===== src/axis_out_csr_pkg.sv =====
// ************************************************************
// axis_out register map: addresses, mode values and field
// widths of the host register port
// ************************************************************

package axis_out_csr_pkg;

   // register address width
   parameter int CSR_ADDR_W = 4;

   // write registers
   parameter logic [CSR_ADDR_W-1:0] ADDR_SOFT_RESET = 4'd0;
   parameter logic [CSR_ADDR_W-1:0] ADDR_ENABLE     = 4'd1;
   parameter logic [CSR_ADDR_W-1:0] ADDR_MODE       = 4'd2;
   parameter logic [CSR_ADDR_W-1:0] ADDR_DATA       = 4'd3;
   parameter logic [CSR_ADDR_W-1:0] ADDR_NWORDS     = 4'd4;
   parameter logic [CSR_ADDR_W-1:0] ADDR_THRESHOLD  = 4'd5;

   // read registers
   parameter logic [CSR_ADDR_W-1:0] ADDR_STATUS = 4'd6;
   parameter logic [CSR_ADDR_W-1:0] ADDR_LEVEL  = 4'd7;

   // status bit positions
   parameter int STATUS_FULL_BIT  = 0;
   parameter int STATUS_EMPTY_BIT = 1;

   // mode 0 is host writes, mode 1 is the DMA stream
   parameter logic MODE_DMA = 1'b1;

   // field widths
   parameter int NWORDS_W = 32;
   parameter int LEVEL_W  = 16;

endpackage


===== src/axis_out_stream_pkg.sv =====
// ************************************************************
// axis_out stream widths and the word/lane view of a FIFO word
// ************************************************************

package axis_out_stream_pkg;

   // bus word and stream byte
   parameter int DATA_W  = 32;
   parameter int TDATA_W = 8;

   // bytes per word
   parameter int LANES = DATA_W / TDATA_W;

   // one bus word, seen whole or as byte lanes
   // lane 0 is the least significant byte and leaves first
   typedef union packed {
      logic [DATA_W-1:0]              word;
      logic [LANES-1:0][TDATA_W-1:0] lane;
   } stream_word_t;

endpackage


===== src/axis_out_csr.sv =====
// ************************************************************
// axis_out register file: control registers, status reads,
// FIFO write source selection and the level interrupt
// ************************************************************

`timescale 1ns/1ps

module axis_out_csr #(
   parameter int FIFO_ADDR_W = 4
) (
   input  logic                                    clk_i,
   input  logic                                    rst_n_i,
   // register port
   input  logic                                    csr_wen_i,
   input  logic                                    csr_ren_i,
   input  logic [axis_out_csr_pkg::CSR_ADDR_W-1:0] csr_addr_i,
   input  logic [axis_out_stream_pkg::DATA_W-1:0]  csr_wdata_i,
   input  logic [axis_out_stream_pkg::LANES-1:0]   csr_wstrb_i,
   output logic [axis_out_stream_pkg::DATA_W-1:0]  csr_rdata_o,
   output logic                                    csr_ready_o,
   // DMA stream
   input  logic                                    sys_tvalid_i,
   input  logic [axis_out_stream_pkg::DATA_W-1:0]  sys_tdata_i,
   output logic                                    sys_tready_o,
   output logic                                    interrupt_o,
   // control towards fifo and framer
   output logic                                    soft_rst_o,
   output logic                                    enable_o,
   output logic [axis_out_csr_pkg::NWORDS_W-1:0]   nwords_o,
   // fifo write side
   input  logic                                    fifo_full_i,
   input  logic                                    fifo_empty_i,
   input  logic [FIFO_ADDR_W:0]                    fifo_level_i,
   output logic                                    fifo_wen_o,
   output axis_out_stream_pkg::stream_word_t       fifo_wdata_o
);

   import axis_out_stream_pkg::*;
   import axis_out_csr_pkg::*;

   logic                 mode_q;
   logic [FIFO_ADDR_W:0] threshold_q;
   logic                 host_wen;
   logic [LEVEL_W-1:0]   level_field;

   // control registers
   always_ff @(posedge clk_i) begin
      if (!rst_n_i) begin
         soft_rst_o  <= 1'b0;
         enable_o    <= 1'b0;
         mode_q      <= 1'b0;
         nwords_o    <= '0;
         threshold_q <= '0;
      end else if (csr_wen_i) begin
         case (csr_addr_i)
            ADDR_SOFT_RESET: soft_rst_o  <= csr_wdata_i[0];
            ADDR_ENABLE:     enable_o    <= csr_wdata_i[0];
            ADDR_MODE:       mode_q      <= csr_wdata_i[0];
            ADDR_NWORDS:     nwords_o    <= csr_wdata_i[NWORDS_W-1:0];
            ADDR_THRESHOLD:  threshold_q <= csr_wdata_i[FIFO_ADDR_W:0];
            default: ;
         endcase
      end
   end

   // level zero extended into its register field
   assign level_field = LEVEL_W'(fifo_level_i);

   // read data one cycle after the strobe
   always_ff @(posedge clk_i) begin
      if (csr_ren_i) begin
         csr_rdata_o <= '0;
         case (csr_addr_i)
            ADDR_STATUS: begin
               csr_rdata_o[STATUS_FULL_BIT]  <= fifo_full_i;
               csr_rdata_o[STATUS_EMPTY_BIT] <= fifo_empty_i;
            end
            ADDR_LEVEL: csr_rdata_o[LEVEL_W-1:0] <= level_field;
            default: ;
         endcase
      end
   end

   // host data path, taken only with room and a byte strobe
   assign csr_ready_o = ~fifo_full_i;
   assign host_wen    = csr_wen_i & (csr_addr_i == ADDR_DATA) & csr_ready_o & (|csr_wstrb_i);

   // dma side only accepts while enabled in DMA mode
   assign sys_tready_o = ~fifo_full_i & enable_o & (mode_q == MODE_DMA);

   // write source picked by mode
   always_comb begin
      if (mode_q == MODE_DMA) begin
         fifo_wen_o        = sys_tvalid_i & sys_tready_o;
         fifo_wdata_o.word = sys_tdata_i;
      end else begin
         fifo_wen_o        = host_wen & enable_o;
         fifo_wdata_o.word = csr_wdata_i;
      end
   end

   // level interrupt, fires at or below the threshold
   assign interrupt_o = (fifo_level_i <= threshold_q);

   // a taken write shows up as a non-empty fifo one cycle later
   a_write_not_empty: assert property (
      @(posedge clk_i) disable iff (!rst_n_i || soft_rst_o)
      fifo_wen_o |=> !fifo_empty_i
   ) else $error("csr: fifo still empty after a write");

endmodule


===== src/axis_out_fifo.sv =====
// ************************************************************
// axis_out FIFO: 32-bit words in, bytes out lane 0 first,
// with full, empty and word level
// ************************************************************

`timescale 1ns/1ps

module axis_out_fifo #(
   parameter int FIFO_ADDR_W = 4
) (
   input  logic                                    clk_i,
   input  logic                                    rst_n_i,
   input  logic                                    soft_rst_i,
   // write side
   input  logic                                    wen_i,
   input  axis_out_stream_pkg::stream_word_t       wdata_i,
   // read side
   input  logic                                    ren_i,
   output logic [axis_out_stream_pkg::TDATA_W-1:0] rdata_o,
   // status
   output logic                                    empty_o,
   output logic                                    full_o,
   output logic [FIFO_ADDR_W:0]                    level_o
);

   import axis_out_stream_pkg::*;

   localparam int DEPTH  = 1 << FIFO_ADDR_W;
   localparam int LANE_W = $clog2(LANES);

   stream_word_t         mem [DEPTH];
   stream_word_t         head;
   // pointers carry one extra wrap bit
   logic [FIFO_ADDR_W:0] wr_ptr_q;
   logic [FIFO_ADDR_W:0] rd_ptr_q;
   logic [LANE_W-1:0]    lane_q;
   logic                 last_lane;

   assign head      = mem[rd_ptr_q[FIFO_ADDR_W-1:0]];
   assign last_lane = (lane_q == LANE_W'(LANES - 1));

   // storage
   always_ff @(posedge clk_i) begin
      if (wen_i) begin
         mem[wr_ptr_q[FIFO_ADDR_W-1:0]] <= wdata_i;
      end
   end

   always_ff @(posedge clk_i) begin
      if (!rst_n_i || soft_rst_i) begin
         wr_ptr_q <= '0;
      end else if (wen_i) begin
         wr_ptr_q <= wr_ptr_q + 1'b1;
      end
   end

   // lane walk, head word retires after its last byte
   always_ff @(posedge clk_i) begin
      if (!rst_n_i || soft_rst_i) begin
         rd_ptr_q <= '0;
         lane_q   <= '0;
      end else if (ren_i) begin
         lane_q <= lane_q + 1'b1;
         if (last_lane) begin
            rd_ptr_q <= rd_ptr_q + 1'b1;
         end
      end
   end

   // byte out one cycle after the read
   always_ff @(posedge clk_i) begin
      if (ren_i) begin
         rdata_o <= head.lane[lane_q];
      end
   end

   // partly read head word still counts
   assign level_o = wr_ptr_q - rd_ptr_q;
   assign empty_o = (level_o == '0);
   assign full_o  = (level_o == (FIFO_ADDR_W + 1)'(DEPTH));

   // framer and csr must honour the flags
   a_no_read_empty: assert property (
      @(posedge clk_i) disable iff (!rst_n_i || soft_rst_i)
      ren_i |-> !empty_o
   ) else $error("fifo: read while empty");

   a_no_write_full: assert property (
      @(posedge clk_i) disable iff (!rst_n_i || soft_rst_i)
      wen_i |-> !full_o
   ) else $error("fifo: write while full");

endmodule


===== src/axis_out_framer.sv =====
// ************************************************************
// axis_out framer: reads bytes from the FIFO, counts them,
// marks tlast and drains padding past nwords
// ************************************************************

`timescale 1ns/1ps

module axis_out_framer (
   input  logic                                    clk_i,
   input  logic                                    rst_n_i,
   input  logic                                    soft_rst_i,
   input  logic                                    enable_i,
   input  logic [axis_out_csr_pkg::NWORDS_W-1:0]   nwords_i,
   // fifo read side
   input  logic                                    fifo_empty_i,
   input  logic [axis_out_stream_pkg::TDATA_W-1:0] fifo_rdata_i,
   output logic                                    fifo_ren_o,
   // AXI-Stream master
   output logic                                    axis_tvalid_o,
   output logic [axis_out_stream_pkg::TDATA_W-1:0] axis_tdata_o,
   output logic                                    axis_tlast_o,
   input  logic                                    axis_tready_i
);

   import axis_out_csr_pkg::*;

   // idle or holding one byte
   logic                hold_q;
   logic                hold_nxt;
   logic [NWORDS_W-1:0] byte_cnt_q;
   logic                in_frame;

   // count already includes the held byte
   assign in_frame = (byte_cnt_q <= nwords_i);

   always_comb begin
      hold_nxt      = hold_q;
      fifo_ren_o    = 1'b0;
      axis_tvalid_o = 1'b0;
      if (enable_i) begin
         if (!hold_q) begin
            if (!fifo_empty_i) begin
               fifo_ren_o = 1'b1;
               hold_nxt   = 1'b1;
            end
         end else if (in_frame) begin
            axis_tvalid_o = 1'b1;
            if (axis_tready_i) begin
               // next byte straight away, or back to idle
               fifo_ren_o = ~fifo_empty_i;
               hold_nxt   = ~fifo_empty_i;
            end
         end else begin
            // padding byte, dropped without tvalid
            fifo_ren_o = ~fifo_empty_i;
            hold_nxt   = ~fifo_empty_i;
         end
      end
   end

   always_ff @(posedge clk_i) begin
      if (!rst_n_i || soft_rst_i) begin
         hold_q     <= 1'b0;
         byte_cnt_q <= '0;
      end else begin
         hold_q <= hold_nxt;
         if (fifo_ren_o) begin
            byte_cnt_q <= byte_cnt_q + 1'b1;
         end
      end
   end

   // fifo output register holds the byte while stalled
   assign axis_tdata_o = fifo_rdata_i;
   assign axis_tlast_o = axis_tvalid_o & (byte_cnt_q == nwords_i);

   // one tlast per frame, the bytes after it are padding
   a_no_byte_after_last: assert property (
      @(posedge clk_i) disable iff (!rst_n_i || soft_rst_i)
      (axis_tlast_o && axis_tready_i) |=> (!axis_tvalid_o || $changed(nwords_i))
   ) else $error("framer: byte offered after tlast");

   a_data_stable: assert property (
      @(posedge clk_i) disable iff (!rst_n_i || soft_rst_i)
      (axis_tvalid_o && !axis_tready_i) |=> $stable(axis_tdata_o)
   ) else $error("framer: tdata changed under back-pressure");

endmodule


===== src/axis_out_top.sv =====
// ************************************************************
// axis_out top: register file, byte FIFO and stream framer
// ************************************************************

`timescale 1ns/1ps

module axis_out_top #(
   parameter int FIFO_ADDR_W = 4
) (
   input  logic                                    clk_i,
   input  logic                                    rst_n_i,
   // register port
   input  logic                                    csr_wen_i,
   input  logic                                    csr_ren_i,
   input  logic [axis_out_csr_pkg::CSR_ADDR_W-1:0] csr_addr_i,
   input  logic [axis_out_stream_pkg::DATA_W-1:0]  csr_wdata_i,
   input  logic [axis_out_stream_pkg::LANES-1:0]   csr_wstrb_i,
   output logic [axis_out_stream_pkg::DATA_W-1:0]  csr_rdata_o,
   output logic                                    csr_ready_o,
   // DMA stream
   input  logic                                    sys_tvalid_i,
   input  logic [axis_out_stream_pkg::DATA_W-1:0]  sys_tdata_i,
   output logic                                    sys_tready_o,
   // AXI-Stream out
   output logic                                    axis_tvalid_o,
   output logic [axis_out_stream_pkg::TDATA_W-1:0] axis_tdata_o,
   output logic                                    axis_tlast_o,
   input  logic                                    axis_tready_i,
   output logic                                    interrupt_o
);

   import axis_out_stream_pkg::*;
   import axis_out_csr_pkg::*;

   logic                 soft_rst;
   logic                 enable;
   logic [NWORDS_W-1:0]  nwords;
   logic                 fifo_wen;
   stream_word_t         fifo_wdata;
   logic                 fifo_full;
   logic                 fifo_empty;
   logic [FIFO_ADDR_W:0] fifo_level;
   logic                 fifo_ren;
   logic [TDATA_W-1:0]   fifo_rdata;

   axis_out_csr #(
      .FIFO_ADDR_W(FIFO_ADDR_W)
   ) csr0 (
      .clk_i       (clk_i),
      .rst_n_i     (rst_n_i),
      .csr_wen_i   (csr_wen_i),
      .csr_ren_i   (csr_ren_i),
      .csr_addr_i  (csr_addr_i),
      .csr_wdata_i (csr_wdata_i),
      .csr_wstrb_i (csr_wstrb_i),
      .csr_rdata_o (csr_rdata_o),
      .csr_ready_o (csr_ready_o),
      .sys_tvalid_i(sys_tvalid_i),
      .sys_tdata_i (sys_tdata_i),
      .sys_tready_o(sys_tready_o),
      .interrupt_o (interrupt_o),
      .soft_rst_o  (soft_rst),
      .enable_o    (enable),
      .nwords_o    (nwords),
      .fifo_full_i (fifo_full),
      .fifo_empty_i(fifo_empty),
      .fifo_level_i(fifo_level),
      .fifo_wen_o  (fifo_wen),
      .fifo_wdata_o(fifo_wdata)
   );

   axis_out_fifo #(
      .FIFO_ADDR_W(FIFO_ADDR_W)
   ) fifo0 (
      .clk_i     (clk_i),
      .rst_n_i   (rst_n_i),
      .soft_rst_i(soft_rst),
      .wen_i     (fifo_wen),
      .wdata_i   (fifo_wdata),
      .ren_i     (fifo_ren),
      .rdata_o   (fifo_rdata),
      .empty_o   (fifo_empty),
      .full_o    (fifo_full),
      .level_o   (fifo_level)
   );

   axis_out_framer framer0 (
      .clk_i        (clk_i),
      .rst_n_i      (rst_n_i),
      .soft_rst_i   (soft_rst),
      .enable_i     (enable),
      .nwords_i     (nwords),
      .fifo_empty_i (fifo_empty),
      .fifo_rdata_i (fifo_rdata),
      .fifo_ren_o   (fifo_ren),
      .axis_tvalid_o(axis_tvalid_o),
      .axis_tdata_o (axis_tdata_o),
      .axis_tlast_o (axis_tlast_o),
      .axis_tready_i(axis_tready_i)
   );

endmodule


===== config.mk =====
export PLATFORM = sky130hd
export DESIGN_NAME = axis_out_top
export DESIGN_NICKNAME = d
export VERILOG_FILES = /design/src/axis_out_csr_pkg.sv /design/src/axis_out_stream_pkg.sv /design/src/axis_out_csr.sv /design/src/axis_out_fifo.sv /design/src/axis_out_framer.sv /design/src/axis_out_top.sv
export SDC_FILE = /design/constraint.sdc
export NUM_CORES = 1
export LEC_CHECK = 0
export BUFFER_PORTS_ARGS = -buffer_cell sky130_fd_sc_hd__buf_2
export CAP_MARGIN = 20
export CORE_MARGIN = 5
export CORE_UTILIZATION = 45
export DETAILED_ROUTE_END_ITERATION = 8
export GPL_TIMING_DRIVEN = 1
export PLACE_DENSITY = 0.7
export SYNTH_ARGS = -nofsm -noshare
export SYNTH_HDL_FRONTEND = slang
export SYNTH_SLANG_ARGS = --single-unit

===== constraint.sdc =====
create_clock -name clk_i -period 4.65 [get_ports clk_i]
set_clock_uncertainty 0.05 [all_clocks]
set_input_delay 0.465 -clock clk_i [delete_from_list [all_inputs] [get_ports clk_i]]
set_output_delay 0.465 -clock clk_i [all_outputs]
set_load 0.01 [all_outputs]

# --- After elaboration in Yosys (flattened, before gate mapping) ---
# Memories as Yosys holds them, arrays and structs flattened. A register that Yosys moved wholly into a read port is not among the register bits.
# Cells that the tools add are included.
totals:
  reg_bits: 109
  ram_bits: 512
  inputBits: 78
  out_inout_bits: 45
  wordCells: 73
  mem_count: 1
mem_list:
  columns: ["memory", "depth", "word_bits", "read_ports", "rd_clocked_by_memory_dff", "wr", "line_no", "source"]
  rows:
  - ["fifo0.mem", 16, 32, 1, 1, 1, "axis_out_fifo.sv:31", "stream_word_t mem [DEPTH];"]
op_classes:
  add_sub_neg: 5
  order_cmp: 3
  eq_ne: 10
  n_mux: 20
  bitwise: 10
  n_reduce_logical: 11
ops:
  columns: ["op", "count"]
  rows:
  - ["32-bit by 1-bit adder with 32-bit output (second input constant)", 1]
  - ["32-bit equality test", 1]
  - ["32-bit less-or-equal comparator", 1]
  - ["32-bit two-way mux", 1]
  - ["8-bit binary-select mux with 2-bit select", 1]
  - ["4-bit by 3-bit equality test with 1-bit output (second input constant)", 4]
  - ["1-bit two-way mux", 14]
  - ["2-bit AND reduction", 6]
  - ["5-bit by 1-bit adder with 5-bit output (second input constant)", 2]
  - ["1-bit AND", 8]
  - ["4-bit by 2-bit equality test with 1-bit output (second input constant)", 2]
  - ["4-bit two-way mux", 2]
  - ["8-bit two-way mux", 1]
  - ["5-bit equality test (second input constant)", 1]
  - ["5-bit less-or-equal comparator", 1]
  - ["5-bit zero test", 1]
  - ["5-bit subtractor", 1]
  - ["4-bit by 1-bit equality test with 1-bit output (second input constant)", 1]
  - ["4-bit zero test", 1]
  - ["2-bit one-hot mux with 2 select lines", 1]
  - ["4-bit OR reduction", 1]
  - ["2-bit by 3-bit < comparator with 1-bit output (second input constant)", 1]
  - ["2-bit by 1-bit adder with 2-bit output (second input constant)", 1]
  - ["2-bit equality test (second input constant)", 1]
  - ["other kinds (3)", 4]

# --- Logic depth before layout (Yosys ltp) ---
logic_depth:
  depth_word: 10
  depth_mapped: 13
  ltp_nobuf: 12

# --- Hierarchy ---
# From an unflattened synthesis, not the netlist that was laid out.
hier_totals:
  cells_unflattened: 1607
  area_unflattened_um2: 26335.3
by_module_without_submodules:
  columns: ["module", "n_inst", "cells_per_inst", "area_each_um2", "seq_area_each_um2"]
  rows:
  - ["axis_out_fifo", 1, 967, 20845.0, 15935.3]
  - ["axis_out_framer", 1, 365, 2884.0, 660.6]
  - ["axis_out_csr", 1, 275, 2606.2, 950.9]

# --- Least setup slack after synthesis ---
# No wires, ideal clock.
synth_path:
  kind: "register to register"
  startpoint: "register fifo0.wr_ptr_q[0]"
  endpoint: "memory fifo0.mem[0][0] (netlist name), enable pin"
  setup_ps: 461
  arrival_time_ps: 4528
  t_required_ps: 4139
  path_slack_ps: -389
  stages_incl_launch_ff: 13
  n_path_buf: 1
  synth_period_minus_slack_ps: 5039
  cell_sequence: "dfxtp_1 inv_1 ha_1 inv_1 fa_1 a21o_1 a21oi_1 xnor2_1 o211ai_1 and3_1 clkbuf_1 nand2_1 nor3_1"
synth_via:
  elab_chain_cells: 9
  elab_cells_between_ends: 12
  cone_classes: "add/sub: 1; eq/ne: 1; mux: 3; bitwise: 7"
synth_lines:
  columns: ["element", "line_no", "source"]
  rows:
  - ["start, declared", "axis_out_fifo.sv:34", "logic [FIFO_ADDR_W:0] wr_ptr_q;"]
  - ["start signal, assigned", "axis_out_fifo.sv:53", "wr_ptr_q <= wr_ptr_q + 1'b1;"]
  - ["5-bit subtractor (*)", "axis_out_fifo.sv:78", "assign level_o = wr_ptr_q - rd_ptr_q;"]
  - ["net csr0.fifo_level_i[4]", "axis_out_csr.sv:33", "input logic [FIFO_ADDR_W:0] fifo_level_i,"]
  - ["5-bit equality test (*)", "axis_out_fifo.sv:80", "assign full_o = (level_o == (FIFO_ADDR_W + 1)'(DEPTH));"]
  - ["1-bit NOT (*)", "axis_out_csr.sv:85", "assign csr_ready_o = ~fifo_full_i;"]
  - ["net csr_ready_o", "axis_out_top.sv:19", "output logic csr_ready_o,"]
  - ["1-bit AND (on tied branches) (2 in series)", "axis_out_csr.sv:86, axis_out_csr.sv:89", null]
  - ["1-bit AND (on tied branches)", "axis_out_csr.sv:97, axis_out_csr.sv:94", null]
  - ["1-bit two-way mux (*)", "axis_out_csr.sv:93", "if (mode_q == MODE_DMA) begin"]
  - ["1-bit two-way mux (*)", "axis_out_fifo.sv:44", "if (wen_i) begin"]
  - ["1-bit two-way mux (implied by the code) (*)", "axis_out_fifo.sv:45", "mem[wr_ptr_q[FIFO_ADDR_W-1:0]] <= wdata_i;"]
  - ["end, declared", "axis_out_fifo.sv:31", null]
# Mark *: on every way through the listed nets, which the timed path passes. The rest lies on a longest branch.

# --- Final worst setup path ---
layout_path:
  startpoint: "register fifo0.wr_ptr_q[0]"
  endpoint: "memory fifo0.mem[8][4] (netlist name), enable pin"
layout_via:
  elab_chain_cells: 9
  elab_cells_between_ends: 12
  cone_classes: "add/sub: 1; eq/ne: 1; mux: 3; bitwise: 7"
layout_lines:
  columns: ["element", "line_no"]
  rows:
  - ["5-bit subtractor (*)", "axis_out_fifo.sv:78"]
  - ["net csr0.fifo_level_i[4]", "axis_out_csr.sv:33"]
  - ["5-bit equality test (*)", "axis_out_fifo.sv:80"]
  - ["1-bit NOT (*)", "axis_out_csr.sv:85, axis_out_csr.sv:89"]
  - ["1-bit AND (on tied branches) (2 in series)", "axis_out_csr.sv:86, axis_out_csr.sv:89"]
  - ["1-bit AND (on tied branches)", "axis_out_csr.sv:97, axis_out_csr.sv:94"]
  - ["1-bit two-way mux (*)", "axis_out_csr.sv:93"]
  - ["1-bit two-way mux (*)", "axis_out_fifo.sv:44"]
  - ["1-bit two-way mux (implied by the code) (*)", "axis_out_fifo.sv:45"]
# Marks and branches as above.

==> results.py <==
metrics = {
    "status": {
        "status": "completed",
    },
    "global_routing": {
        "grt_pass1_wl_mm": 85.0,
        "overflow": 0,
        "use_met1_pct": 25.5,
        "use_met2_pct": 30.6,
        "grt_usage_pct": 18.5,
        "met3_usage_pct": 3.59,
        "first_global_vias": 13468,
        "top_usage_layer": "met2",
        "grt_max_degree": 66,
        "antenna_found_initial": 3,
    },
    "drt": {
        "wl_per_cell_um": 24.1,
        "vias_per_cell": 5.62,
        "ant_nets": 0,
        "vias": 13181,
        "drt_iter0_drc": 1161,
        "drc": 0,
        "first_pass_iters": 5,
        "drt_wl_total_mm": 56.5,
    },
    "synthesis": {
        "synth-xor-area-share_pct": 0.550,
        "netlist.area_leader.share_pct": 61.9,
        "synth_enable_flop_cells": 525,
        "synth-compound-area-share_pct": 3.91,
        "synthMuxAreaShare_pct": 16.7,
        "ys_async_sr_fraction_pct": 0,
        "synth_adder_area_share_pct": 2.44,
        "ys.warnings.count": 0,
        "netlist_area_sq_um": 25500,
        "synth.largest_area_cell": "edfxtp_1",
        "synth_top_family_by_area": "multiplexers",
        "ys_seq_area_share_pct": 68.9,
        "avgSynthCellArea_sq_um": 17.8,
        "ys_types": 60,
        "yosys.area_share.simple_pct": 4.86,
        "synth_seq_cells": 614,
        "yosys-top-cells-area": "edfxtp_1 62%, mux4_2 15%, dfxtp_1 7.0%",
        "synth_cells": 1433,
        "ys.flop_type": "edfxtp_1",
    },
    "place": {
        "postPlaceCellArea_sq_um": 27000,
        "pre_cts_ws_ns": 0.840,
        "dp_cells": 2243,
        "place_congestion": 0.830,
        "portBuffers": 95,
        "post-dp-hpwl_mm": 36.6,
    },
    "layout": {
        "area_growth_pct": 13.1,
        "fillCellCount": 4441,
        "drive_gt1_share_pct": 28.1,
        "most-common-layout-cells": "525 x edfxtp_1, 168 x mux4_2, 106 x nand2_1",
        "fin_area_sq_um": 28800,
        "antenna_cells": 0,
        "final_nets": 1673,
        "stdcell_count": 2345,
        "final_common_cell": "edfxtp_1",
        "final_util_pct": 51.2,
    },
    "floorplanning": {
        "core_area_sq_um": 56300,
        "io_pins": 123,
        "rows": 87,
        "die-area_sq_um": 61500,
        "start_util_pct": 45.3,
        "fp.dieH_um": 248,
        "die_x_um": 248,
    },
    "timing": {
        "slew_headroom_pct": 32.4,
        "setup_viol_count_final": 0,
        "rsz0062_at_grt": "no",
        "tns_ns": 0,
        "final_hold_viol_count": 0,
        "period_share_pct": 82.1,
        "slew_violations": 0,
        "worstMarginPinSlew_ns": 1.01,
        "layout_setup_ws_ns": 0.832,
        "max_freq_ghz": 0.262,
        "fin_crit_ns": 3.82,
        "timing.hold.ws_ns": 0.0733,
    },
    "setup_path": {
        "slowest_stage": "nor2_4",
        "end_kind": "register",
        "cp_max_fo": 17,
        "worstRegToRegCells": 12,
        "path_common_cell": "inv_1",
        "crit_arrival_ns": 4.07,
        "r2r_setup_slack_ns": 0.83,
        "rr_startpoint": "fifo0.wr_ptr_q[0]$_SDFFE_PP0P_",
        "cp-startpoint": "fifo0.wr_ptr_q[0]$_SDFFE_PP0P_",
        "reg2reg_to": "fifo0.mem[8][4]$_DFFE_PP_",
        "cp_cell_sequence": "inv_1 -> ha_1 -> inv_1 -> fa_1 -> a21o_1 -> a21oi_1 -> xnor2_1 -> o211ai_1 -> and3_1 -> nand2_1 -> nor2_4 -> buf_12",
        "cp_slowest_stage_delay_ns": 0.59,
        "crit_path_end": "fifo0.mem[8][4]$_DFFE_PP_",
        "worstSetupPathType": "register to register",
        "worstPathRequired_ns": 4.90,
        "start_kind": "register",
    },
    "clock_network": {
        "ctsHoldBuffers": 0,
        "clk_pin_slew_ns": 0.07,
        "cts_setup_buffers": 0,
        "clk_latency_ns": 0.61,
        "ctsResizeCount": 0,
        "clk_path_buf_depth": 3,
        "cts_num_sinks": 614,
        "cts_buffers": 57,
        "cts_tree": "built",
        "cts.htree.levels": 2,
        "cts_root_buf": "clkbuf_16",
    },
    "power": {
        "ir_worst_vdd_v": 0.000280,
        "leakagePower_nw": 9.01,
        "p_per_area_nw_per_um2": 375,
        "power.total_mw": 10.8,
    },
    "job": {
        "max-cap-violations": 0,
    },
    "worst_hold_path": {
        "hp-class": "primary input to register",
    },
}
-- how the worst min path moves through the flow --
stage                                        start                              to  slack (ns)  depth (start not counted)
global placement    csr0.nwords_o[28]$_SDFFE_PN0P_  csr0.nwords_o[28]$_SDFFE_PN0P_        0.41                          2
finish                             csr_wdata_i[24]  csr0.nwords_o[24]$_SDFFE_PN0P_        0.07                          3
floorplan           csr0.nwords_o[28]$_SDFFE_PN0P_  csr0.nwords_o[28]$_SDFFE_PN0P_        0.39                          2
detailed placement  csr0.nwords_o[19]$_SDFFE_PN0P_  csr0.nwords_o[19]$_SDFFE_PN0P_        0.41                          2
CTS                                csr_wdata_i[24]  csr0.nwords_o[24]$_SDFFE_PN0P_        0.04                          3
global route                       csr_wdata_i[24]  csr0.nwords_o[24]$_SDFFE_PN0P_        0.07                          3
-- synthesized netlist by cell type (8+ instances only) --
cell type and count:
edfxtp_1 525, mux4_2 168, nand2_1 106, dfxtp_1 89
inv_1 53, ha_1 48, a21oi_1 46, clkbuf_1 46
nor2_1 37, a21boi_0 34, mux2_2 33, buf_4 28
o21ai_0 26, nand4_1 19, buf_2 15, nor2b_1 15
or3_1 15, xnor2_1 12, nand3_1 11, and3_1 10
mux2i_1 9, nand2b_1 8
-- area by class of cell --
cell class | count | area, sq um | share of cell area, %
multi-input combinational | 699 | 7460 | 25.9
timing repair buffer | 121 | 833 | 2.89
inverter | 53 | 199 | 0.691
tap | 756 | 946 | 3.28
clock inverter | 34 | 342 | 1.19
sequential | 614 | 17600 | 60.9
clock buffer | 68 | 1470 | 5.09
-- report_power, final --
group / total (mW) / switching (mW) / internal, mW
sequential: 5.98 / 0.00463 / 5.98
combinational: 0.239 / 0.177 / 0.0624
clock: 4.57 / 1.99 / 2.58
-- layer usage --
metal / wire length, um / vias up
li1: - / 5870
met1: 23200 / 6774
met2: 28000 / 459
met3: 3950 / 76
met4: 1390 / 2
met5: 13 / -
-- critical path: cells and delay by family, from the launching register on --
kind | cells | cell delay (ns)
fa+ha+maj | 2 | 0.58
xor+xnor | 1 | 0.21
compound gates | 3 | 0.61
simple gates | 3 | 1.27
flops | 1 | 0.36
buf+inv | 3 | 0.44
-- flip-flops by register name, summed over array words and instances, names as in the netlist, named ones only --
signal and count:
csr0.nwords_o 32, csr0.mode_q 1, csr0.threshold_q 5, framer0.byte_cnt_q 32, fifo0.mem 512, fifo0.wr_ptr_q 5
csr0.csr_rdata_o 5, fifo0.rdata_o 8, fifo0.lane_q 2, framer0.hold_q 1, fifo0.rd_ptr_q 5, csr0.enable_o 1
csr0.soft_rst_o 1
-- kinds of logic (layout without fill, tap and decap cells) --
logic type               after synthesis  in the layout
flip-flops                           614            614
AND/OR/NAND/NOR                      252            252
multiplexers                         210            210
buffers and inverters                146            276
AO/OA/AOI/OAI                        145            145
adder cells (fa/ha/maj)               49             49
XOR/XNOR                              16             16
other                                  1             27
No activity file was read; power rests on OpenSTA's default activity.
